<file path="src/common/dma_pkg.sv">
// Shared widths, buffer size and enums for the DMA controller RTL and its testbench
package dma_pkg;

    // Bus word and buffer geometry
    localparam int BUS_W      = 32;
    localparam int MEM_AW     = 9;
    localparam int MEM_DEPTH  = 512;
    localparam int WORD_BYTES = 4;

    // Block size counts words, burst size is words per burst minus one
    localparam int BLOCK_W = 10;
    localparam int BURST_W = 8;

    // Processor register select
    typedef enum logic [2:0] {
        sel_memory      = 3'd0,
        sel_bus_start   = 3'd1,
        sel_mem_start   = 3'd2,
        sel_block_size  = 3'd3,
        sel_burst_size  = 3'd4,
        sel_ctrl_status = 3'd5
    } dma_sel_e;

    // Control word
    typedef enum logic [1:0] {
        mode_idle  = 2'd0,
        mode_read  = 2'd1,
        mode_write = 2'd2
    } dma_mode_e;

    // Status word
    typedef enum logic [1:0] {
        status_idle  = 2'd0,
        status_busy  = 2'd1,
        status_error = 2'd2
    } dma_status_e;

    // Burst engine states
    typedef enum logic [2:0] {
        st_idle        = 3'd0,
        st_request     = 3'd1,
        st_begin       = 3'd2,
        st_read_burst  = 3'd3,
        st_write_burst = 3'd4,
        st_end_burst   = 3'd5,
        st_error       = 3'd6
    } dma_state_e;

endpackage
</file>
<file path="src/dma_engine/dma_config_regs.sv">
// DMA configuration and status registers, written and read back by the processor strobe port
`timescale 1ns/10ps

module dma_config_regs (
    input  logic                              clock,
    input  logic                              reset,
    input  logic                              ci_valid,
    input  dma_pkg::dma_sel_e                 ci_select,
    input  logic                              ci_write,
    input  logic [dma_pkg::BUS_W-1:0]         ci_data,
    input  logic                              done,
    input  logic                              error_seen,
    output logic [dma_pkg::BUS_W-1:0]         bus_start,
    output logic [dma_pkg::MEM_AW-1:0]        mem_start,
    output logic [dma_pkg::BLOCK_W-1:0]       block_size,
    output logic [dma_pkg::BURST_W-1:0]       burst_size,
    output logic [dma_pkg::BLOCK_W-1:0]       burst_count,
    output dma_pkg::dma_mode_e                mode,
    output logic [dma_pkg::BUS_W-1:0]         reg_rdata
);

    dma_pkg::dma_status_e         status;
    dma_pkg::dma_mode_e           new_mode;
    logic [dma_pkg::BLOCK_W:0]    count_num;
    logic [dma_pkg::BLOCK_W:0]    count_den;
    logic [dma_pkg::BLOCK_W:0]    count_quot;

    assign new_mode = dma_pkg::dma_mode_e'(ci_data[1:0]);

    // Bursts per block, rounded up
    always_comb begin
        count_num   = block_size + burst_size;
        count_den   = burst_size + 1'b1;
        count_quot  = count_num / count_den;
        burst_count = count_quot[dma_pkg::BLOCK_W-1:0];
    end

    always_ff @(posedge clock) begin
        if (reset) begin
            bus_start  <= '0;
            mem_start  <= '0;
            block_size <= '0;
            burst_size <= '0;
            mode       <= dma_pkg::mode_idle;
            status     <= dma_pkg::status_idle;
        end else begin
            if (ci_valid && ci_write) begin
                case (ci_select)
                    dma_pkg::sel_bus_start:  bus_start  <= ci_data;
                    dma_pkg::sel_mem_start:  mem_start  <= ci_data[dma_pkg::MEM_AW-1:0];
                    dma_pkg::sel_block_size: block_size <= ci_data[dma_pkg::BLOCK_W-1:0];
                    dma_pkg::sel_burst_size: burst_size <= ci_data[dma_pkg::BURST_W-1:0];
                    dma_pkg::sel_ctrl_status: begin
                        // Only a real copy with words to move starts the engine
                        if ((new_mode == dma_pkg::mode_read || new_mode == dma_pkg::mode_write)
                                && block_size != '0) begin
                            mode   <= new_mode;
                            status <= dma_pkg::status_busy;
                        end else begin
                            mode <= dma_pkg::mode_idle;
                        end
                    end
                    default: ;
                endcase
            end
            // Engine reports win over a same-cycle write
            if (error_seen) begin
                mode   <= dma_pkg::mode_idle;
                status <= dma_pkg::status_error;
            end else if (done) begin
                mode   <= dma_pkg::mode_idle;
                status <= dma_pkg::status_idle;
            end
        end
    end

    // Read-back lines up with ci_done
    always_ff @(posedge clock) begin
        if (reset) begin
            reg_rdata <= '0;
        end else if (ci_valid && !ci_write) begin
            case (ci_select)
                dma_pkg::sel_bus_start:   reg_rdata <= bus_start;
                dma_pkg::sel_mem_start:   reg_rdata <= dma_pkg::BUS_W'(mem_start);
                dma_pkg::sel_block_size:  reg_rdata <= dma_pkg::BUS_W'(block_size);
                dma_pkg::sel_burst_size:  reg_rdata <= dma_pkg::BUS_W'(burst_size);
                dma_pkg::sel_ctrl_status: reg_rdata <= dma_pkg::BUS_W'(status);
                default:                  reg_rdata <= '0;
            endcase
        end
    end

endmodule

</file>
<file path="config.mk">
export PLATFORM = sky130hd
export DESIGN_NAME = dma_config_regs
export DESIGN_NICKNAME = d
export VERILOG_FILES = /design/src/common/dma_pkg.sv /design/src/dma_engine/dma_config_regs.sv
export SDC_FILE = /design/constraint.sdc
export NUM_CORES = 1
export LEC_CHECK = 0
export BUFFER_PORTS_ARGS = -buffer_cell sky130_fd_sc_hd__buf_4
export CELL_PAD_IN_SITES_DETAIL_PLACEMENT = 1
export CELL_PAD_IN_SITES_GLOBAL_PLACEMENT = 2
export CORE_MARGIN = 1.5
export CORE_UTILIZATION = 30
export DETAILED_ROUTE_END_ITERATION = 8
export GPL_TIMING_DRIVEN = 0
export PLACE_DENSITY_LB_ADDON = 0.12
export SYNTH_ARGS = -nofsm -noshare
export SYNTH_HDL_FRONTEND = slang
export SYNTH_SLANG_ARGS = --single-unit
</file>
<file path="constraint.sdc">
create_clock -name clock -period 19.03 [get_ports clock]
set_clock_uncertainty 0.2 [all_clocks]
set_input_delay 1.903 -clock clock [delete_from_list [all_inputs] [get_ports clock]]
set_output_delay 1.903 -clock clock [all_outputs]
set_load 0.02 [all_outputs]
</file>
Yosys cells after proc, flatten, opt, wreduce, memory -nomap -nowiden

Index checks and enable logic that the tools add are counted.

Input port bits: 41
Logic and storage cells: 42
Output and inout bits: 103
Register bits after elaboration: 95

Reduce and logical (&&, ||, !) cells: 17
Divide/modulo/power cells: 1
Equal/unequal tests: 7
Mux-type cells: 7
Add/sub/neg operators: 2

Operators with widths:

| operator            | number |
|---|---|
| $pmux 32 s5         | 1 |
| $mux 2              | 6 |
| $add 10x8->11       | 1 |
| $div 11x11->11      | 1 |
| $reduce_and 2->1    | 5 |
| $reduce_bool 10->1  | 1 |
| $add 8x1->9 const B | 1 |
| $reduce_bool 3->1   | 3 |
| $eq 3x2->1 const B  | 2 |
| $eq 3x3->1 const B  | 2 |
| $reduce_and 3->1    | 2 |
| $eq 3x1->1 const B  | 1 |
| $logic_and 1x1->1   | 3 |
| $reduce_or 3->1     | 1 |
| $eq 2x1->1 const B  | 1 |
| $eq 2x2->1 const B  | 1 |
| $logic_not 1->1     | 1 |
| $logic_or 1x1->1    | 1 |

Logic depth before layout (Yosys ltp)

Gate-level depths: netlist of the first run.

Word-level depth: 8
Mapped depth: 85
Gate-level depth less buffers: 83

Least setup slack after synthesis of the first run

Ideal clock, no wire load.

Path kind: register to output
Start point: reg burst_size[0] in the netlist's numbering
End point: out burst_count[0] in the netlist's numbering
Data required time: 16.927 ns
Path slack: -0.405 ns
Cell stages (with the launch flop): 79
Buffers on the path: 1
Arrival time: 17.332 ns
Path through: dfxtp_1 ha_1 fa_1 a211oi_2 o21ai_0 and4_1 ha_1 a21oi_1 ha_1 o21a_1 or3_1 a21oi_1 a21oi_1 ha_1 inv_1 o221a_2 a211oi_2 mux2_2 [... 43 more ...] nor2_1 ha_1 or2_2 a21oi_1 a211oi_1 nor3_1 nand2_4 mux2_4 ha_1 o21ai_0 a31oi_1 o21a_1 o21a_1 o21ai_0 nand2b_1 a21oi_1 o21ai_0 a211o_1

Word-level cells in the longest chain between the ends: 2
Elaborated cells on any way between the ends: 3
Those cells by class: add/sub: 2; div: 1

RTL lines:

| element                                      | line                                         | RTL |
|---|---|---|
| start, declared                              | dma_config_regs.sv:16                        | `output logic [dma_pkg::BURST_W-1:0] burst_size,` |
| start signal, assigned                       | dma_config_regs.sv:52                        | `dma_pkg::sel_burst_size: burst_size <= ci_data[dma_pkg::BURST_W-1:0];` |
| $add 10x8->11 or $add 8x1->9 (tied branches) | dma_config_regs.sv:32, dma_config_regs.sv:33 |  |
| $div 11x11->11 (*)                           | dma_config_regs.sv:34                        | `count_quot = count_num / count_den;` |
| end, declared                                | dma_config_regs.sv:17                        | `output logic [dma_pkg::BLOCK_W-1:0] burst_count,` |

Every way passes the cells marked *; elsewhere a longest branch is shown, timed or not.

Final worst setup path of the first run

Start point: reg block_size[0] in the netlist's numbering
End point: out burst_count[0] in the netlist's numbering

Word-level cells in the longest chain between the ends: 2

RTL lines:

| element                | line                  | RTL |
|---|---|---|
| start, declared        | dma_config_regs.sv:15 | `output logic [dma_pkg::BLOCK_W-1:0] block_size,` |
| start signal, assigned | dma_config_regs.sv:51 | `dma_pkg::sel_block_size: block_size <= ci_data[dma_pkg::BLOCK_W-1:0];` |
| $add 10x8->11          | dma_config_regs.sv:32 | `count_num = block_size + burst_size;` |
| $div 11x11->11         | dma_config_regs.sv:34 |  |

Every way passes these cells.

==> results.yml, run 1 <==
outcome:
  status: "complete, no violations"
critical_path:
  crit_path_max_fanout: 7
  critPathRequiredTime_ns: 16.93
  r2r_end: "status[1]"
  end_kind: "output pin"
  worstPathArrival_ns: 16.57
  start_kind: "flip-flop"
  crit_end: "burst_count[0]"
  reg2reg_slack_ns: 16.99
  worstSetupStartpoint: "block_size[0]"
  critPathMaxStageDelay_ns: 0.39
  reg2reg_depth: 6
  crit_slowest_cell: "fa_2"
  worstReg2RegStart: "block_size[4]"
  crit_type: "reg2out"
floorplanning:
  num_rows: 57
  core-area_um2: 24200
  initial_core_util: 0.304
  num_io_pins: 144
  die-area_um2: 25500
  die_w_um: 160
  die_y_um: 160
sta:
  fmaxAchievable_ghz: 0.0536
  fin_crit_ns: 18.67
  setup_violations: 0
  period_share: 0.981
  slew_headroom: 0.0514
  rsz0062_at_grt: "yes"
  whs_ns: 0.274
  drv_slew: 0
  finalHoldViolCount: 0
  worst_slew_pin_slew_ns: 1.41
clocking:
  cts_made_buffers: 9
  cts_tree: "done"
  path_clk_slew_ns: 0.07
  holdBufCountCts: 0
  clockBufferDepth: 2
  ctsRootBufferMaster: "clkbuf_16"
  clock_sinks: 95
  clk_latency_ns: 0.35
  htreeDepth: 3
yosys:
  ys_types: 89
  ys_seq_area_frac: 0.258
  synth_ff_type: "dfxtp_1"
  synth_edf_count: 0
  syn_area_um2: 7360
  async_flop_share: 0
  syn_inst: 889
  synth-seq-cells: 95
  yosysWarningCount: 0
  avgSynthCellArea_um2: 8.28
  synth_nets: 1005
grt:
  track_usage: 0.209
  gr-total-overflow: 0
  grt_max_degree: 16
  antenna_found_initial: 0
  grt_pass1_wl_mm: 42.4
  grt_pass1_vias: 7807
placed_design:
  place_hpwl_mm: 20.3
  place.gp.congestion: 0.791
  portBuffers: 142
finish:
  nFillCells: 2793
  nets: 1264
  ff_latch_area_um2: 1920
  multi_input_area_um2: 5840
  syn_to_final_growth_pct: 46.0
  layout-drive-gt1-share: 0.369
  diodes: 0
hold_path:
  holdPathStages: 2
  hp-class: "reg2reg"
routing:
  wl_mm: 28.1
  drt-initial-drc-count: 216
  avgRoutedWirePerCell_um: 19.0
  via_per_inst: 5.14
  vias: 7590
  first_pass_iters: 4
  antenna_left: 0
  drc: 0
run:
  drv_cap: 0
[critical path: cells and delay by family (launching register included)]
family          cells  cell delay, ns
mux                 4            1.13
compound gates     42            7.41
flops               1            0.37
fa+ha+maj          13            3.59
simple gates       15            2.10
buf+inv            13            1.53
[cells in the mapped netlist, types with 9 or more instances]
master	count	area, um^2
mux2_2	15	169
a21oi_1	66	330
o21a_1	17	128
xor2_1	15	131
inv_1	25	93.8
mux2_4	9	135
dfxtp_1	95	1900
nand3_1	14	70.1
mux2i_1	41	410
clkbuf_1	29	109
or3_1	9	56.3
ha_1	74	926
nor2_1	108	405
xnor2_1	27	236
o21ai_0	23	115
nor3_1	22	110
a22oi_1	37	278
nand2_1	101	379
[registers in the layout, summed over array words and instances (netlist names)]
signal / count
bus_start: 32
reg_rdata: 32
block_size: 10
mem_start: 9
burst_size: 8
mode: 2
status: 2
[cells in the final DEF, fill, tap and decap left out, drive strengths merged, types with 4 or more instances in the layout]
master  instances
a211oi          9
a21o           10
a21oi          66
a22oi          37
a311oi          4
and3            5
buf           259
clkbuf         39
dfxtp          95
ha             74
inv            27
mux2           25
mux2i          41
nand2         103
nand2b          8
nand3          15
nand4           4
nor2          109
nor2b           8
nor3           23
nor3b           4
nor4            7
o211ai          8
o21a           17
o21ai          30
o22ai           7
o31a            4
o31ai           7
or2             4
or3             9
xnor2          27
xor2           15
[stage by stage]
stage	setup WS, ns	util	instance area (um^2)	setup TNS [ns]	cells
2_1_floorplan	0.0131	-	7380	0	889
3_3_place_gp	-2.85	0.366	8850	-3.87	1355
3_5_place_dp	-2.84	0.366	8850	-3.83	1355
4_1_cts	0.0107	0.412	9970	0	1429
5_1_grt	-0.414	0.444	10700	-0.414	1476
6_report	0.357	0.444	10700	0	1476
[worst min-delay path by stage]
stage | startpoint | end
2_1_floorplan | status[0] | status[0]
3_3_place_gp | bus_start[26] | bus_start[26]
3_5_place_dp | bus_start[22] | bus_start[22]
4_1_cts | bus_start[26] | bus_start[26]
5_1_grt | bus_start[14] | bus_start[14]
6_report | bus_start[26] | bus_start[26]
[cell type report]
type | instances | share of cell area
sequential | 95 | 0.179
tap | 324 | 0.0377
timing repair buffer | 248 | 0.177
clock inverter | 4 | 0.00501
buffer | 39 | 0.0226
clock buffer | 11 | 0.0235
inverter | 28 | 0.0116
multi-input combinational | 727 | 0.543
[cells by family after synthesis]
| logic type | synth area share |
|---|---|
| AOI/OAI and AO/OA | 0.223 |
| muxes | 0.0986 |
| adders and majority gates | 0.129 |
| DFF | 0.258 |
| xor gates and xnor gates | 0.0500 |
| and+or+nand+nor | 0.196 |
| buffers and inverters | 0.0447 |
[per-layer routing]
layer / up-vias / global-route usage / wire [um]
met4: 0 / 0.0455 / 459
met5: - / 0 / 0
met1: 3662 / 0.244 / 11600
li1: 3753 / - / -
met2: 141 / 0.390 / 14600
met3: 34 / 0.0455 / 1420
[repair_timing]
action,in CTS,in global routing
resized for setup,77,92
endpoints found under the hold margin,0,0
endpoints found under the setup margin,2,1
pin swaps,34,73
buffers inserted,59,47
Power of run 1 is not shown: default switching activity piles up to over one toggle a cycle in this logic, so the estimate is an artifact.
==> run 2, diff against run 1 <==
Settings changed: PLACE_DENSITY set to 0.84, PLACE_DENSITY_LB_ADDON 0.12 to unset.
==> results.yml, run 2 (synthesis results as in run 1) <==
routing:
  avgRoutedWirePerCell_um: 19.5
  via_per_inst: 5.28
  drt-initial-drc-count: 253
  antenna_left: 0
  wl_mm: 28.4
  drc: 0
  vias: 7669
  first_pass_iters: 4
clocking:
  cts_tree: "done"
  ctsRootBufferMaster: "clkbuf_16"
  clk_latency_ns: 0.34
  holdBufCountCts: 0
  htreeDepth: 3
  path_clk_slew_ns: 0.07
  cts_made_buffers: 9
  clockBufferDepth: 2
  clock_sinks: 95
floorplanning:
  die_w_um: 160
  initial_core_util: 0.304
  die-area_um2: 25500
  die_y_um: 160
  num_io_pins: 144
  core-area_um2: 24200
  num_rows: 57
placed_design:
  place_hpwl_mm: 20.1
  place.gp.congestion: 0.833
  portBuffers: 142
finish:
  final_common_cell: "buf_4"
  nets: 1242
  reg.largest.list: "bus_start x32, reg_rdata x32, block_size x10"
  layout-drive-gt1-share: 0.351
  nFillCells: 2852
  fin_util: 0.437
  multi_input_area_um2: 5870
  syn_to_final_growth_pct: 43.7
  ff_latch_area_um2: 1920
  layout_common_cells: "222 x buf_4, 104 x nor2_1, 100 x nand2_1, 88 x dfxtp_1, 52 x ha_1"
  diodes: 0
sta:
  whs_ns: 0.275
  fmaxAchievable_ghz: 0.0531
  fin_crit_ns: 18.83
  drv_slew: 0
  worst_slew_pin_slew_ns: 1.44
  setup_violations: 0
  rsz0062_at_grt: "yes"
  finalHoldViolCount: 0
  slew_headroom: 0.0390
  fin_setup_tns_ns: 0
  period_share: 0.989
critical_path:
  crit_slowest_cell: "fa_2"
  crit_type: "reg2out"
  worstReg2RegStart: "block_size[4]"
  critPathRequiredTime_ns: 16.93
  start_kind: "flip-flop"
  crit_path_max_fanout: 6
  end_kind: "output pin"
  worstPathArrival_ns: 16.73
  cp_common_cell: "ha_4"
  worstSetupStartpoint: "block_size[0]"
  critPathMaxStageDelay_ns: 0.39
grt:
  antenna_found_initial: 0
  gr-total-overflow: 0
  grt_max_degree: 15
  grt_pass1_vias: 7793
  grt_pass1_wl_mm: 41.5
  track_usage: 0.200
run:
  drv_cap: 0
hold_path:
  holdCritStartpoint: "bus_start[30]"
  hp-class: "reg2reg"
outcome:
  status: "complete, no violations"
-- run 2: cell count changes in the layout (fill, tap and decap cells not counted), moves of 2 or more --
cell	before	now
inv_6	3	1
mux2_2	11	7
a21oi_2	13	10
mux2_4	13	17
buf_4	237	222
buf_6	17	10
ha_4	18	22
ha_2	3	0
a21oi_4	3	5
-- run 2: worst max-delay path: cells and delay by family, from the launching register on --
family	cells	cell delay, ns
DFF	1	0.36
and+or+nand+nor	14	2.51
muxes	3	0.97
AOI/OAI and AO/OA	43	7.69
adders and majority gates	13	3.53
buffers and inverters	11	1.28
-- run 2: metrics by stage --
stage / area (um^2) / cells / setup slack (ns)
global placement: 8850 / 1355 / -2.44
CTS: 9790 / 1409 / 0.0184
floorplan: 7380 / 889 / 0.0131
finish: 10600 / 1453 / 0.201
global route: 10600 / 1453 / -0.436
detailed placement: 8850 / 1355 / -2.62
-- run 2: timing repair --
action                                  4_1_cts  5_1_grt
gates resized for setup                      72       85
setup buffers                                40       45
endpoints found under the setup margin        2        1
endpoints found under the hold margin         0        0
pin swaps                                    31       71
-- run 2: layout make-up --
cell class	count	share of cell area
timing repair buffer	226	0.162
inverter	28	0.0116
buffer	39	0.0228
clock buffer	10	0.0217
sequential	95	0.182
tap	324	0.0383
clock inverter	4	0.00686
multi-input combinational	727	0.555
-- run 2: path summary, 6_finish.rpt --
path | to | slack [ns] | depth (start not counted)
max reg2reg | status[1] | 16.85 | 6
min reg2reg | bus_start[30] | 0.27 | 2
max | burst_count[0] | 0.20 | 84
min | bus_start[30] | 0.27 | 2
-- run 2: routing by layer --
| layer | GRT usage | up-vias | share of wire |
|---|---|---|---|
| met2 | 0.358 | 167 | 0.51 |
| met3 | 0.0613 | 32 | 0.063 |
| li1 | - | 3699 | - |
| met4 | 0.0407 | 0 | 0.015 |
| met1 | 0.236 | 3771 | 0.42 |
| met5 | 0 | - | 0 |
Power of run 2 is left out for the same reason.
