File: src/common/dma_pkg.sv
// Shared widths, buffer size and enums for the DMA controller RTL and its testbench
package dma_pkg;

    // Bus word and buffer geometry
    localparam int BUS_W      = 32;
    localparam int MEM_AW     = 9;
    localparam int MEM_DEPTH  = 512;
    localparam int WORD_BYTES = 4;

    // Block size counts words, burst size is words per burst minus one
    localparam int BLOCK_W = 10;
    localparam int BURST_W = 8;

    // Processor register select
    typedef enum logic [2:0] {
        sel_memory      = 3'd0,
        sel_bus_start   = 3'd1,
        sel_mem_start   = 3'd2,
        sel_block_size  = 3'd3,
        sel_burst_size  = 3'd4,
        sel_ctrl_status = 3'd5
    } dma_sel_e;

    // Control word
    typedef enum logic [1:0] {
        mode_idle  = 2'd0,
        mode_read  = 2'd1,
        mode_write = 2'd2
    } dma_mode_e;

    // Status word
    typedef enum logic [1:0] {
        status_idle  = 2'd0,
        status_busy  = 2'd1,
        status_error = 2'd2
    } dma_status_e;

    // Burst engine states
    typedef enum logic [2:0] {
        st_idle        = 3'd0,
        st_request     = 3'd1,
        st_begin       = 3'd2,
        st_read_burst  = 3'd3,
        st_write_burst = 3'd4,
        st_end_burst   = 3'd5,
        st_error       = 3'd6
    } dma_state_e;

endpackage
File: src/dma_engine/dma_burst_engine.sv
// Bus master FSM that splits a DMA block into bursts and moves words between bus and buffer
`timescale 1ns/10ps

module dma_burst_engine (
    input  logic                              clock,
    input  logic                              reset,
    input  dma_pkg::dma_mode_e                mode,
    input  logic [dma_pkg::BUS_W-1:0]         bus_start,
    input  logic [dma_pkg::MEM_AW-1:0]        mem_start,
    input  logic [dma_pkg::BLOCK_W-1:0]       block_size,
    input  logic [dma_pkg::BURST_W-1:0]       burst_size,
    input  logic [dma_pkg::BLOCK_W-1:0]       burst_count,
    input  logic [dma_pkg::BUS_W-1:0]         mem_rdata,
    output logic [dma_pkg::MEM_AW-1:0]        mem_addr,
    output logic [dma_pkg::BUS_W-1:0]         mem_wdata,
    output logic                              mem_we,
    output logic                              done,
    output logic                              error_seen,
    output logic                              busy,
    input  logic                              bus_grant,
    input  logic [dma_pkg::BUS_W-1:0]         bus_in_address_data,
    input  logic                              bus_in_data_valid,
    input  logic                              bus_in_end,
    input  logic                              bus_in_busy,
    input  logic                              bus_in_error,
    output logic                              bus_request,
    output logic                              bus_begin,
    output logic [dma_pkg::BUS_W-1:0]         bus_address_data,
    output logic [dma_pkg::BURST_W-1:0]       bus_burst_size,
    output logic                              bus_read_n_write,
    output logic [dma_pkg::WORD_BYTES-1:0]    bus_byte_enable,
    output logic                              bus_data_valid,
    output logic                              bus_end
);

    dma_pkg::dma_state_e              state;
    dma_pkg::dma_state_e              state_next;
    logic                             is_read;
    logic [dma_pkg::BUS_W-1:0]        bus_addr;
    logic [dma_pkg::MEM_AW-1:0]       mem_ptr;
    logic [dma_pkg::MEM_AW-1:0]       wr_addr;
    logic [dma_pkg::BLOCK_W-1:0]      words_left;
    logic [dma_pkg::BLOCK_W-1:0]      burst_idx;
    logic [dma_pkg::BURST_W:0]        word_cnt;
    logic [dma_pkg::BURST_W:0]        burst_words;
    logic [dma_pkg::BURST_W:0]        burst_len;
    logic [dma_pkg::BURST_W:0]        burst_last;
    logic                             take;
    logic                             last_burst;

    // Words in this burst, the last one shortened to what remains
    assign burst_words = burst_size + 1'b1;
    assign burst_len   = (words_left < dma_pkg::BLOCK_W'(burst_words))
                         ? words_left[dma_pkg::BURST_W:0] : burst_words;
    assign burst_last  = burst_len - 1'b1;
    assign last_burst  = (burst_idx + 1'b1 == burst_count);

    // Write word accepted by the slave
    assign take = (state == dma_pkg::st_write_burst) && !bus_in_busy;

    always_comb begin
        state_next = state;
        case (state)
            dma_pkg::st_idle:
                if (mode == dma_pkg::mode_read || mode == dma_pkg::mode_write)
                    state_next = dma_pkg::st_request;
            dma_pkg::st_request:
                if (bus_grant)
                    state_next = dma_pkg::st_begin;
            dma_pkg::st_begin:
                state_next = is_read ? dma_pkg::st_read_burst : dma_pkg::st_write_burst;
            dma_pkg::st_read_burst:
                if (bus_in_end)
                    state_next = dma_pkg::st_end_burst;
            dma_pkg::st_write_burst:
                if (take && word_cnt == burst_last)
                    state_next = dma_pkg::st_end_burst;
            dma_pkg::st_end_burst:
                state_next = last_burst ? dma_pkg::st_idle : dma_pkg::st_request;
            default:
                state_next = dma_pkg::st_idle;
        endcase
        if (bus_in_error && state != dma_pkg::st_error)
            state_next = dma_pkg::st_error;
    end

    always_ff @(posedge clock) begin
        if (reset) begin
            state  <= dma_pkg::st_idle;
            mem_we <= 1'b0;
        end else begin
            state  <= state_next;
            mem_we <= (state == dma_pkg::st_read_burst) && bus_in_data_valid;
        end
    end

    // Address and count datapath, loaded when a block starts
    always_ff @(posedge clock) begin
        mem_wdata <= bus_in_address_data;
        wr_addr   <= mem_ptr;
        case (state)
            dma_pkg::st_idle: begin
                is_read    <= (mode == dma_pkg::mode_read);
                bus_addr   <= bus_start;
                mem_ptr    <= mem_start;
                words_left <= block_size;
                burst_idx  <= '0;
            end
            dma_pkg::st_begin:
                word_cnt <= '0;
            dma_pkg::st_read_burst:
                if (bus_in_data_valid)
                    mem_ptr <= mem_ptr + 1'b1;
            dma_pkg::st_write_burst:
                if (take) begin
                    mem_ptr  <= mem_ptr + 1'b1;
                    word_cnt <= word_cnt + 1'b1;
                end
            dma_pkg::st_end_burst: begin
                bus_addr   <= bus_addr
                              + dma_pkg::BUS_W'(burst_len) * dma_pkg::BUS_W'(dma_pkg::WORD_BYTES);
                words_left <= words_left - burst_len;
                burst_idx  <= burst_idx + 1'b1;
            end
            default: ;
        endcase
    end

    // Reads write behind the bus, writes prefetch the next word on each take
    assign mem_addr = is_read ? wr_addr : (take ? mem_ptr + 1'b1 : mem_ptr);

    assign done       = (state == dma_pkg::st_end_burst) && last_burst;
    assign error_seen = (state == dma_pkg::st_error);
    assign busy       = (state != dma_pkg::st_idle);

    assign bus_request      = (state == dma_pkg::st_request);
    assign bus_begin        = (state == dma_pkg::st_begin);
    assign bus_burst_size   = bus_begin ? burst_last[dma_pkg::BURST_W-1:0] : '0;
    assign bus_read_n_write = bus_begin && is_read;
    assign bus_byte_enable  = '1;
    assign bus_data_valid   = (state == dma_pkg::st_write_burst);
    assign bus_end          = (state == dma_pkg::st_error)
                              || ((state == dma_pkg::st_end_burst) && !is_read);

    always_comb begin
        if (bus_begin)
            bus_address_data = bus_addr;
        else if (bus_data_valid)
            bus_address_data = mem_rdata;
        else
            bus_address_data = '0;
    end

endmodule

File: config.mk
export PLATFORM = sky130hd
export DESIGN_NAME = dma_burst_engine
export DESIGN_NICKNAME = d
export VERILOG_FILES = /design/src/common/dma_pkg.sv /design/src/dma_engine/dma_burst_engine.sv
export SDC_FILE = /design/constraint.sdc
export NUM_CORES = 1
export LEC_CHECK = 0
export BUFFER_PORTS_ARGS = -buffer_cell sky130_fd_sc_hd__buf_2
export CAP_MARGIN = 0
export CORE_MARGIN = 5
export CORE_UTILIZATION = 25
export CTS_BUF_LIST = sky130_fd_sc_hd__clkbuf_4 sky130_fd_sc_hd__clkbuf_8
export CTS_CLUSTER_DIAMETER = 120
export DETAILED_ROUTE_END_ITERATION = 10
export HOLD_SLACK_MARGIN = 0.05
export PLACE_DENSITY = 0.53
export SLEW_MARGIN = 20
export SYNTH_ARGS = -nofsm -noshare
export SYNTH_HDL_FRONTEND = slang
export SYNTH_SLANG_ARGS = --single-unit
File: constraint.sdc
create_clock -name clock -period 6.4 [get_ports clock]
set_input_delay 0.64 -clock clock [delete_from_list [all_inputs] [get_ports clock]]
set_output_delay 0.64 -clock clock [all_outputs]
set_load 0.1 [all_outputs]
# Word-level counts from Yosys, hierarchy flattened
# Index checks and enable logic that the tools add are counted.
[classes] addsub=7 order_cmp=1 n_eq_ne=21 muxes=21 n_reduce_logical=21
[ops] op="32-bit 2-to-1 mux" n=2
[ops] op="32-bit one-hot mux with 2 select lines" n=1
[ops] op="9-bit 2-to-1 mux" n=5
[ops] op="10-bit one-hot mux with 2 select lines" n=2
[ops] op="32-bit by 11-bit adder with 32-bit output" n=1
[ops] op="9-bit one-hot mux with 3 select lines" n=1
[ops] op="9-bit by 1-bit adder with 9-bit output, second input constant" n=2
[ops] op="3-bit 2-to-1 mux" n=6
[ops] op="3-bit one-hot mux with 6 select lines" n=1
[ops] op="9-bit one-hot mux with 2 select lines" n=1
[ops] op="10-bit by 1-bit adder with 10-bit output, second input constant" n=1
[ops] op="10-bit equality test" n=1
[ops] op="10-bit by 9-bit < comparator with 1-bit output" n=1
[ops] op="10-bit by 9-bit subtractor with 10-bit output" n=1
[ops] op="8-bit by 1-bit adder with 9-bit output, second input constant" n=1
[ops] op="3-bit equality test, second input constant" n=3
[ops] op="9-bit equality test" n=1
[ops] op="3-bit != test, second input constant" n=3
[ops] op="9-bit by 1-bit subtractor with 9-bit output, second input constant" n=1
[ops] op="8-bit 2-to-1 mux" n=1
[ops] op="2-bit != test, second input constant" n=4
[ops] op="4-bit AND reduction" n=2
[ops] op="1-bit logical AND" n=7
[ops] op="3-bit by 2-bit equality test with 1-bit output, second input constant" n=2
[ops] op="other kinds (14)" n=20
[totals] reg_bits=116 elab_cells=82

# Logic depth before layout (Yosys ltp)
# Gate-level depths: netlist (run 1).
[depth] ltp_word=9 ltp_mapped=24 depth_no_buf=22

# Least setup slack after synthesis (run 1)
# Ideal clock, no wire load.
[synth_timing] path_kind="input to output" start="input port burst_size[0] in the netlist's numbering" end="output port bus_burst_size[2] in the netlist's numbering" t_arrival_ns=4.934 required_time_ns=5.760 slack_ns=0.826 cell_stages=15 n_path_buf=1 path_cell_list="ha_1 > xor2_1 > clkinv_1 > ha_1 > o21ai_0 > o21bai_1 > maj3_1 > nand3_2 > a21oi_2 > nor2_1 > a21oi_1 > ha_1 > clkbuf_1 > xnor2_1 > nor2_1"
[synth_via] elab_chain_len=5
[synth_lines] item="from (decl)" line="dma_burst_engine.sv:11" text="input logic [dma_pkg::BURST_W-1:0] burst_size,"
[synth_lines] item="8-bit by 1-bit adder with 9-bit output (*)" line="dma_burst_engine.sv:52" text="assign burst_words = burst_size + 1'b1;"
[synth_lines] item="10-bit by 9-bit < comparator with 1-bit output" line="dma_burst_engine.sv:53" text="assign burst_len = (words_left < dma_pkg::BLOCK_W'(burst_words))"
[synth_lines] item="9-bit 2-to-1 mux (*)" line="dma_burst_engine.sv:54" text="? words_left[dma_pkg::BURST_W:0] : burst_words;"
[synth_lines] item="9-bit by 1-bit subtractor with 9-bit output (*)" line="dma_burst_engine.sv:55" text="assign burst_last = burst_len - 1'b1;"
[synth_lines] item="8-bit 2-to-1 mux (*)" line="dma_burst_engine.sv:138" text="assign bus_burst_size = bus_begin ? burst_last[dma_pkg::BURST_W-1:0] : '0;"
[synth_lines] item="to (decl)" line="dma_burst_engine.sv:29" text="output logic [dma_pkg::BURST_W-1:0] bus_burst_size,"
# Every way passes the cells marked *; elsewhere a longest branch is shown, timed or not.

# Worst setup path in the final report (run 1)
[layout_timing] start="input port burst_size[3] in the netlist's numbering" end="output port bus_burst_size[6] in the netlist's numbering"
# The elaborated chain is that of the path after synthesis.

==> key figures, run 1 <==
Status
  • Outcome: finished clean

STA
  • Tmin final: between 5 and 6 ns
  • Slew margin rel.: 30.8%
  • Worst-Margin Slew: approximately 1.0 ns
  • Fmax: 180 MHz
  • RSZ-0062 raised after global routing: false
  • Setup tns final: 0 ns
  • Final slew viol count: 0
  • Layout Skew: 0.0127 ns
  • Final Setup Violations: 0
  • Final Cycle Share: 86.7%
  • Final Hold Violating Endpoints: 0

Logic synthesis
  • Syn Area/Cell: roughly 9 um2
  • Gate Count Post-Synth: around 800
  • Post-synthesis register bit count: 116
  • Cell variety after synth: 76
  • Mapped cell area: 0.00731 mm2
  • Main synth FF type: edfxtp_1
  • Number of flops mapped to enable cells by yosys: slightly above 70
  • Register area share after synthesis: approximately two fifths
  • Ys Warns: 0
  • Post-synth ARST share: 0%

Min path
  • Min-delay worst type: in2reg

Route
  • Post-DRT Antenna Nets: 0
  • Wire length on met3: 1410 um
  • Drt pass-1 iters: 5
  • WL met1: ~11000 um
  • # DRC: 0
  • Routed WL: 24600 um
  • Via density: 4.76
  • Number of vias in the routed layout: 6767
  • Max Used Layer: met5
  • DR iter-0 viols: 427
  • Met2 WL: 11600 um
  • Routed WL per cell: 17.3 um

Cells and area
  • Area of the multi-input gates: about 0.004 mm2
  • Fillers: 3012
  • Commonest cells after routing, fill and taps aside: buf_2, nand2_1, o21ai_0
  • Final nets: 1192
  • Area Growth Syn to Fin: 27.5%
  • Final core occ: 32.4%
  • Commonest non-fill, non-tap cell in the layout: buf_2
  • Fraction of layout instances using a drive strength above 1: 28.3%
  • N_diodes: 0
  • Register Area: 0.00303 mm2

Pwr
  • Peak supply drop: around 0.19 mV
  • Pwr Density: roughly 350 mW/mm2
  • P_leak: ~4.0 nW

Flow run
  • Max-Cap Viols: 0

Clock tree
  • TritonCTS Sinks: ~120
  • Level count of the clock H-tree: 4
  • Clk_lat worst skew: about 0.44 ns
  • CTS max path bufs: 2
  • Root buf cell: clkbuf_8
  • Post-CTS Hold Fix Bufs: 0
  • Post-CTS Setup Bufs: 0
  • Clock-pin slew on the worst setup and hold paths: 0.09 ns
  • CTS tree: done
  • Num CTS Buffers: 17
  • Post-cts sizing count: 0

Worst setup path
  • Top delay family on crit path: simple AND/OR/NAND/NOR gates
  • Critical Path, Cell by Cell: buf_2 -> nand2_1 -> nor2_1 -> nand4_1 -> xor2_1 -> buf_4 -> ha_1 -> nand3b_1 -> nor2_1 -> a31oi_1 -> o21a_2 -> a21oi_2 -> nor2_1 -> a21oi_1 -> ha_1 -> nand2_1 -> nor4_1 -> xnor2_1 -> mux2i_1 -> and2_1 -> buf_2
  • WS Path Type: in2out
  • CP Buf/Inv Count: 3
  • Crit path DAT: 4.91 ns
  • Critical Path Source Type: input port
  • Max stage delay on crit path: around 0.44 ns
  • WP data required: 5.76 ns
  • Slowest-stage cell, CP: buf_2
  • CP max FO: 9
  • R2R Setup Slk: 1.49 ns
  • CP most frequent cell: nor2_1
  • Worst setup EP type: output pin

Floorplanning
  • Die ar.: 0.0328 mm2
  • Chip height: 181 um
  • Core Region: 0.0288 mm2
  • # IOs: 236
  • Cell row count: 62
  • Initial Util: 25.4%
  • Die width: around 180 um

GRT
  • Largest net degree at the start of global routing: 51
  • Number of global-route vias before repair: 6811
  • GRT Residual Overflow: 0
  • First-pass GRT wire length: roughly 38000 um
  • Initial antenna violation count: 2
  • Total global-route track usage: 14.7%

Placed design
  • GPL Wtd Cong: 0.846
  • # port buffers: 231
  • HPWL after DPL: between 15000 and 20000 um
-- power by group --
group / internal (W) / total (W) / switching (W)
registers: 0.000923 / 0.00104 / 0.000121
clock network: 0.000397 / 0.000755 / 0.000358
logic: 0.000408 / 0.00145 / 0.00104
total: 0.00173 / 0.00325 / 0.00152
-- through the flow --
step                      setup WS [ns]  total power, W  cells  area (um2)  hold slack (ns)
after floorplan                   0.826         0.00217    801        7320            0.414
after global placement            0.965         0.00250   1389        8890            0.437
after detailed placement          0.760         0.00251   1389        8890            0.445
after CTS                         0.885         0.00329   1421        9320            0.241
after global routing              0.364         0.00344   1421        9320            0.239
final                             0.854         0.00325   1421        9320            0.290
-- routing by layer --
| metal | up-vias | GRT usage (%) |
|---|---|---|
| li1 | 3329 | - |
| met1 | 3171 | 19.8 |
| met2 | 236 | 24.2 |
| met3 | 27 | 3.30 |
| met4 | 4 | 3.54 |
| met5 | - | 0 |
-- state kept, by name, summed over array words and instances, names as in the netlist --
signal / flops
is_read: 1
words_left: 10
bus_addr: 32
burst_idx: 10
word_cnt: 9
wr_addr: 9
mem_we: 1
mem_ptr: 9
mem_wdata: 32
state: 3
-- worst paths after layout --
kind                      startpoint                end  cells after the start
max                    burst_size[3]  bus_burst_size[6]                     21
min          bus_in_address_data[15]      mem_wdata[15]                      1
max reg2reg            words_left[2]           state[1]                     18
min reg2reg               mem_ptr[8]         wr_addr[8]                      0
-- worst reg2reg max path, cell delays in order (launching register included) --
cell and delay (ns):
edfxtp_1 0.57, ha_1 0.35, o21ai_0 0.07, o21bai_1 0.13, maj3_1 0.22, nand3_2 0.17
a21oi_2 0.43, nor2_1 0.07, a21oi_1 0.38, ha_1 0.40, nand2_1 0.12, nor4_1 0.27
xnor2_1 0.10, mux2i_1 0.22, xnor2_1 0.15, nand4_1 0.11, or4_4 0.57, and3_1 0.20
o31a_1 0.28
-- area by class of cell --
type / count / share of cell area (%)
clock inverter: 15 / 2.09
timing repair buffer: 243 / 13.4
sequential: 116 / 32.5
clock buffer: 17 / 2.51
multi-input combinational: 614 / 43.1
tap: 384 / 5.15
inverter: 32 / 1.29
-- cells in the mapped netlist (all sizes together), types with 7 or more instances --
master | count | area (um2)
edfxtp | 71 | 2130
ha | 24 | 300
nand4 | 16 | 100
clkbuf | 30 | 114
xnor2 | 58 | 508
a22o | 29 | 254
a211oi | 7 | 52.6
nor3 | 16 | 80.1
dfxtp | 45 | 901
xor2 | 33 | 297
nand2 | 92 | 345
o21ai | 77 | 385
and2 | 11 | 68.8
o21a | 7 | 53.8
buf | 9 | 56.3
mux2i | 9 | 93.8
and3 | 20 | 125
a21oi | 24 | 128
nand3 | 31 | 160
nor2 | 70 | 263
inv | 29 | 109
-- cells by family after synthesis --
logic type                 synth area share (%)
buffers and inverters                      3.97
xor gates and xnor gates                   11.3
and+or+nand+nor                            18.2
muxes                                      1.44
adders and majority gates                  4.93
DFF                                        41.5
other                                    0.0513
AOI/OAI and AO/OA                          18.6
Power figures use the tool's default switching activity.
==> run 2, diff against run 1 <==
Clock period 6.4 ns to 6 ns, I/O delays scaled along.
==> run 2 against run 1 <==
  * Sequential share of layout area down 0.16 points
  * Routed wire length down 1.0%
  * First-iteration DRC count down 4.0%
  * Utilization up 0.16 points
  * Register-to-register slack worse by 0.20 ns
  * Setup slack worse by 0.039 ns
  * Die area unchanged
  * Critical path depth up 3
  * Flip-flop and latch count unchanged
  * Cell count unchanged
  * Largest power group unchanged
==> key figures, run 2 (same netlist as run 1, synthesis figures left out) <==
Cells and area
  • Area Growth Syn to Fin: 28.1%
  • Fraction of layout instances using a drive strength above 1: 28.2% (-0.069 points)
  • Biggest regs: bus_addr x32, mem_wdata x32
  • Final core occ: 32.6% (+0.16 points)
  • Fillers: 3034 (+0.73%)
  • Final nets: 1191 (-0.084%)
  • Commonest non-fill, non-tap cell in the layout: buf_2
  • Commonest cells after routing, fill and taps aside: buf_2, nand2_1, o21ai_0

GRT
  • First-pass GRT wire length: 37600 um (-2.1%)
  • Total global-route track usage: 14.3% (-0.40 points)
  • GRT Residual Overflow: 0 (unchanged)
  • Number of global-route vias before repair: 6751 (-0.88%)
  • Initial antenna violation count: 4 (+2)
  • Largest net degree at the start of global routing: 51 (unchanged)

Worst setup path
  • R2R Setup Slk: 1.29 ns (-0.20 ns)
  • R2R cell count: 19 (+1)
  • CP max FO: 10 (+1)
  • Crit path DAT: 5.34 ns (+0.43 ns)
  • Worst r2r src: words_left[1]
  • Critical Path Source Type: input port
  • Reg-to-reg endpoint: bus_addr[30]
  • WP data required: 6.16 ns (+0.40 ns)
  • Worst setup EP type: register
  • WS Path Type: in2reg

Floorplanning
  • # IOs: 236 (unchanged)
  • Core Region: 0.0288 mm2 (unchanged)
  • Initial Util: 25.4% (unchanged)
  • Die ar.: 0.0328 mm2 (unchanged)
  • Cell row count: 62 (unchanged)
  • Chip height: 181 um (unchanged)
  • Die width: 181 um (unchanged)

Pwr
  • Pwr Density: 374 mW/mm2 (+7.4%)
  • Peak supply drop: 0.183 mV (-5.7%)
  • P_leak: 4.00 nW (+0.59%)

STA
  • Final Setup Violations: 0 (unchanged)
  • Setup tns final: 0 ns (unchanged)
  • RSZ-0062 raised after global routing: false
  • Final slew viol count: 0 (unchanged)
  • Fmax: 193 MHz
  • Tmin final: between 5 and 6 ns
  • Final Cycle Share: between 80% and 90%
  • Worst-Margin Slew: 1.06 ns (+0.0182 ns)
  • Final Hold Violating Endpoints: 0 (unchanged)
  • Slew margin rel.: 29.6% (-1.2 points)
  • Layout Skew: 0.0123 ns (-0.000401 ns)

Route
  • Routed WL: 24300 um (-1.0%)
  • Via density: 4.75 (-0.33%)
  • Number of vias in the routed layout: 6745 (-0.33%)
  • Drt pass-1 iters: 5 (unchanged)
  • DR iter-0 viols: 410 (-4.0%)
  • # DRC: 0 (unchanged)
  • Routed WL per cell: 17.1 um (-1.0%)
  • Post-DRT Antenna Nets: 0 (unchanged)

Min path
  • Min-delay worst type: in2reg
  • Hold Crit Start: bus_in_address_data[3]
  • Hold EP: mem_wdata[3]
  • Worst Hold Path Cells: 1 (unchanged)

Clock tree
  • Root buf cell: clkbuf_8
  • Post-CTS Hold Fix Bufs: 0 (unchanged)
  • TritonCTS Sinks: 116 (unchanged)
  • Post-cts sizing count: 0 (unchanged)
  • Num CTS Buffers: 17 (unchanged)
  • CTS tree: done
  • Clock-pin slew on the worst setup and hold paths: 0.08 ns (about the same)
  • Post-CTS Setup Bufs: 0 (unchanged)
  • CTS max path bufs: 2 (unchanged)
  • Clk_lat worst skew: 0.43 ns (about the same)
  • Level count of the clock H-tree: 4 (unchanged)

Placed design
  • GPL Wtd Cong: 0.847 (+0.12%)
  • HPWL after DPL: 18500 um (-2.0%)
  • # port buffers: 231 (unchanged)

Status
  • Outcome: finished clean

Flow run
  • Max-Cap Viols: 0 (unchanged)
-- run 2: changes by cell type in the layout (fill, tap and decap cells not counted), moves of 2 or more --
cell,previous run,this run
clkinvlp_4,2,0
inv_6,6,0
buf_2,231,229
buf_12,0,2
clkbuf_8,17,19
clkbuf_4,0,2
inv_4,0,3
-- run 2: how the worst max path moves through the flow --
| stage | startpoint | to | cells after the start |
|---|---|---|---|
| 2_1_floorplan | burst_size[0] | bus_burst_size[2] | 15 |
| 3_3_place_gp | burst_size[3] | bus_addr[24] | 24 |
| 3_5_place_dp | burst_size[3] | bus_addr[30] | 24 |
| 4_1_cts | burst_size[3] | bus_burst_size[6] | 19 |
| 5_1_grt | burst_size[0] | bus_addr[19] | 21 |
| 6_report | burst_size[3] | bus_addr[30] | 24 |
-- run 2: final cells by class --
cell class              instances  area, um2  share of cell area [%]
flip-flops and latches        116       3030                    32.4
clock buffers                  21        277                    2.95
diodes                          1       2.50                  0.0267
inverters                      32        120                    1.28
multi-input cells             614       4020                    42.8
clock inverters                11        174                    1.86
repair buffers                242       1270                    13.5
well taps                     384        480                    5.13
-- run 2: report_power, final --
group	switching [W]	internal, W	total (W)
Clock	0.000354	0.000488	0.000842
Combinational	0.00111	0.000441	0.00155
Sequential	0.000126	0.000985	0.00111
Total	0.00159	0.00191	0.00350
-- run 2: critical path: stages --
cell       delay, ns
buf_2           0.14
nand2_1         0.12
nor2_1          0.17
nand4_1         0.13
xor2_1          0.40
ha_1            0.32
nand3b_1        0.10
nor2_1          0.05
a31oi_1         0.22
o21a_2          0.27
a21o_4          0.16
mux2i_2         0.30
ha_1            0.22
inv_1           0.05
fa_1            0.39
nor2_1          0.14
a2111oi_0       0.08
a211oi_1        0.38
a2111oi_2       0.13
o41ai_4         0.35
buf_4           0.25
nand4_1         0.12
xor2_1          0.16
o21ai_0         0.09
-- run 2: routing by layer --
metal | share of wire [%] | track usage (%) | up-vias
li1 | - | - | 3334
met1 | 47 | 19.2 | 3173
met2 | 46 | 23.1 | 205
met3 | 5.3 | 3.44 | 27
met4 | 1.8 | 4.20 | 6
met5 | 0.16 | 0 | -
-- run 2: through the flow --
step | cells | total power (W) | instance area (um2) | hold slack [ns] | worst slack [ns]
after floorplan | 801 | 0.00232 | 7320 | 0.414 | 0.506
after global placement | 1388 | 0.00268 | 8920 | 0.449 | 0.584
after detailed placement | 1388 | 0.00268 | 8920 | 0.441 | 0.429
after CTS | 1420 | 0.00353 | 9370 | 0.218 | 0.872
after global routing | 1421 | 0.00370 | 9370 | 0.216 | 0.329
final | 1421 | 0.00350 | 9370 | 0.260 | 0.815
==> run 3, diff against run 2 <==
Settings changed: CORE_ASPECT_RATIO set to 1.5.
==> run 3 against run 2 <==
  * Non-clock buffer count is 3 higher
  * Critical path depth shrank 5
  * Final area is 0.17% lower
  * Via count up 1.3%
  * Clock power is 7.2% lower
  * Die area up 0.21%
  * Total power decreased by 1.7%
  * Largest power group unchanged
==> key figures, run 3 (same netlist as run 1, synthesis figures left out) <==
Worst setup path
  • Worst Setup SP: burst_size[0]
  • CP max FO: 8 (-2)
  • Worst setup EP type: output pin
  • Top delay family on crit path: adder cells
  • Reg-to-reg endpoint: bus_addr[23]
  • R2R Setup Slk: 1.17 ns (-0.12 ns)
  • Max stage delay on crit path: 0.42 ns (+0.02 ns)
  • CP Buf/Inv Count: 4 (+1)
  • Slowest-stage cell, CP: buf_2
  • R2R cell count: 17 (-2)
  • Critical Path, Cell by Cell: buf_2 -> ha_1 -> xor2_1 -> clkinv_1 -> ha_1 -> o21ai_0 -> o21bai_1 -> maj3_1 -> nand3_2 -> a21oi_2 -> nor2_1 -> a21oi_1 -> ha_1 -> buf_4 -> nand3_1 -> xnor2_1 -> mux2i_1 -> and2_1 -> buf_2
  • WP data required: 5.40 ns (-0.76 ns)
  • Critical Path Source Type: input port
  • Critical Path Sink: bus_burst_size[4]
  • Crit path DAT: 4.65 ns (-0.69 ns)
  • Worst r2r src: words_left[2]
  • Crit path depth: 19 (-21%)
  • CP most frequent cell: ha_1
  • WS Path Type: in2out

Placed design
  • Placed Area: 0.00893 mm2 (+0.17%)
  • # port buffers: 231 (unchanged)
  • Setup WS pre-CTS: 0.348 ns (-0.0807 ns)
  • HPWL after DPL: 18600 um (+0.53%)
  • GPL Wtd Cong: 0.839 (-0.93%)

Route
  • Routed WL: 24100 um (-1.0%)
  • DR iter-0 viols: 417 (+1.7%)
  • Routed WL per cell: 16.8 um (-1.7%)
  • Post-DRT Antenna Nets: 0 (unchanged)
  • Drt pass-1 iters: 5 (unchanged)
  • Number of vias in the routed layout: 6830 (+1.3%)
  • # DRC: 0 (unchanged)
  • Via density: 4.77 (+0.55%)

Floorplanning
  • Chip height: 219 um (+21%)
  • Die width: 150 um (-17%)
  • Core Region: 0.0288 mm2 (+0.11%)
  • Die ar.: 0.0328 mm2 (+0.21%)
  • Cell row count: 76 (+23%)
  • Initial Util: 25.4% (-0.029 points)
  • # IOs: 236 (unchanged)

STA
  • Final Cycle Share: 87.5% (+1.1 points)
  • Worst-Margin Slew: 0.985 ns (-0.0718 ns)
  • Final Hold Violating Endpoints: 0 (unchanged)
  • Setup WS post-layout: 0.752 ns (-0.0633 ns)
  • Fmax: 191 MHz (-1.2%)
  • Layout Skew: 0.0169 ns (+0.00455 ns)
  • Final Setup Violations: 0 (unchanged)
  • Setup tns final: 0 ns (unchanged)
  • Slew margin rel.: 34.4% (+4.8 points)
  • Tmin final: 5.25 ns (+0.0633 ns)
  • Final slew viol count: 0 (unchanged)
  • RSZ-0062 raised after global routing: false
  • Final hold slack: 0.234 ns (-0.0260 ns)

Min path
  • Min-delay worst type: in2reg

GRT
  • Number of global-route vias before repair: 6817 (+0.98%)
  • First-pass GRT wire length: 36600 um (-2.6%)
  • Initial antenna violation count: 5 (+1)
  • GRT Residual Overflow: 0 (unchanged)
  • Largest net degree at the start of global routing: 80 (+57%)
  • Total global-route track usage: 14.4% (+0.11 points)

Clock tree
  • TritonCTS Sinks: 116 (unchanged)
  • Clock-pin slew on the worst setup and hold paths: 0.08 ns (about the same)
  • Clk_lat worst skew: 0.46 ns (+0.03 ns)
  • Root buf cell: clkbuf_8
  • CTS tree: done
  • Num CTS Buffers: 17 (unchanged)
  • Post-cts sizing count: 0 (unchanged)
  • Post-CTS Hold Fix Bufs: 0 (unchanged)
  • Level count of the clock H-tree: 4 (unchanged)
  • Post-CTS Setup Bufs: 0 (unchanged)
  • CTS max path bufs: 2 (unchanged)

Flow run
  • Max-Cap Viols: 0 (unchanged)

Cells and area
  • Commonest cells after routing, fill and taps aside: buf_2, nand2_1, o21ai_0
  • Final core occ: 32.5% (-0.093 points)
  • Fin area: 0.00935 mm2 (-0.17%)
  • Final nets: 1194 (+0.25%)
  • Biggest regs: bus_addr x32, mem_wdata x32
  • Fraction of layout instances using a drive strength above 1: 28.5% (+0.30 points)
  • Commonest non-fill, non-tap cell in the layout: buf_2
  • Area Growth Syn to Fin: 27.9%

Status
  • Outcome: finished clean

Pwr
  • Pwr Density: 368 mW/mm2 (-1.5%)
  • Peak supply drop: 0.188 mV (+2.9%)
  • P_leak: 3.99 nW (-0.13%)
run 3: cell count changes in the layout (fill, tap and decap cells not counted), moves of 2 or more:
cell	change
clkinv_2	+2
inv_6	+4
buf_4	+3
clkbuf_8	-2
inv_4	-2
run 3: layer usage:
metal | share of wire, % | track usage, % | vias to the layer above
li1 | - | - | 3338
met1 | 39 | 16.2 | 3210
met2 | 52 | 25.3 | 223
met3 | 5.1 | 3.13 | 53
met4 | 3.8 | 7.91 | 6
met5 | 0.16 | 0 | -
run 3: layout make-up:
cell class              instances  area (um2)
diodes                          2        5.00
clock buffers                  18         241
clock inverters                14         175
fillers                      3050       19500
inverters                      32         120
multi-input cells             614        4020
flip-flops and latches        116        3030
well taps                     390         488
repair buffers                245        1280
run 3: where the power goes:
| part | switching, W | internal [W] |
|---|---|---|
| logic | 0.00110 | 0.000445 |
| registers | 0.000129 | 0.000985 |
| clock network | 0.000360 | 0.000420 |
| total | 0.00159 | 0.00185 |
run 3: worst min path at each step:
stage	from	end	slack (ns)	depth (start not counted)
after CTS	bus_in_address_data[13]	mem_wdata[13]	0.17	1
after detailed placement	mem_ptr[8]	wr_addr[8]	0.45	0
after global placement	mem_ptr[8]	wr_addr[8]	0.44	0
after global routing	bus_in_address_data[20]	mem_wdata[20]	0.20	1
after floorplan	mem_ptr[8]	wr_addr[8]	0.41	0
final	bus_in_address_data[30]	mem_wdata[30]	0.23	1
run 3: metrics by stage:
| step | power (W) | cells |
|---|---|---|
| floorplan | 0.00232 | 801 |
| global route | 0.00363 | 1431 |
| CTS | 0.00349 | 1429 |
| global placement | 0.00268 | 1397 |
| finish | 0.00344 | 1431 |
| detailed placement | 0.00269 | 1397 |
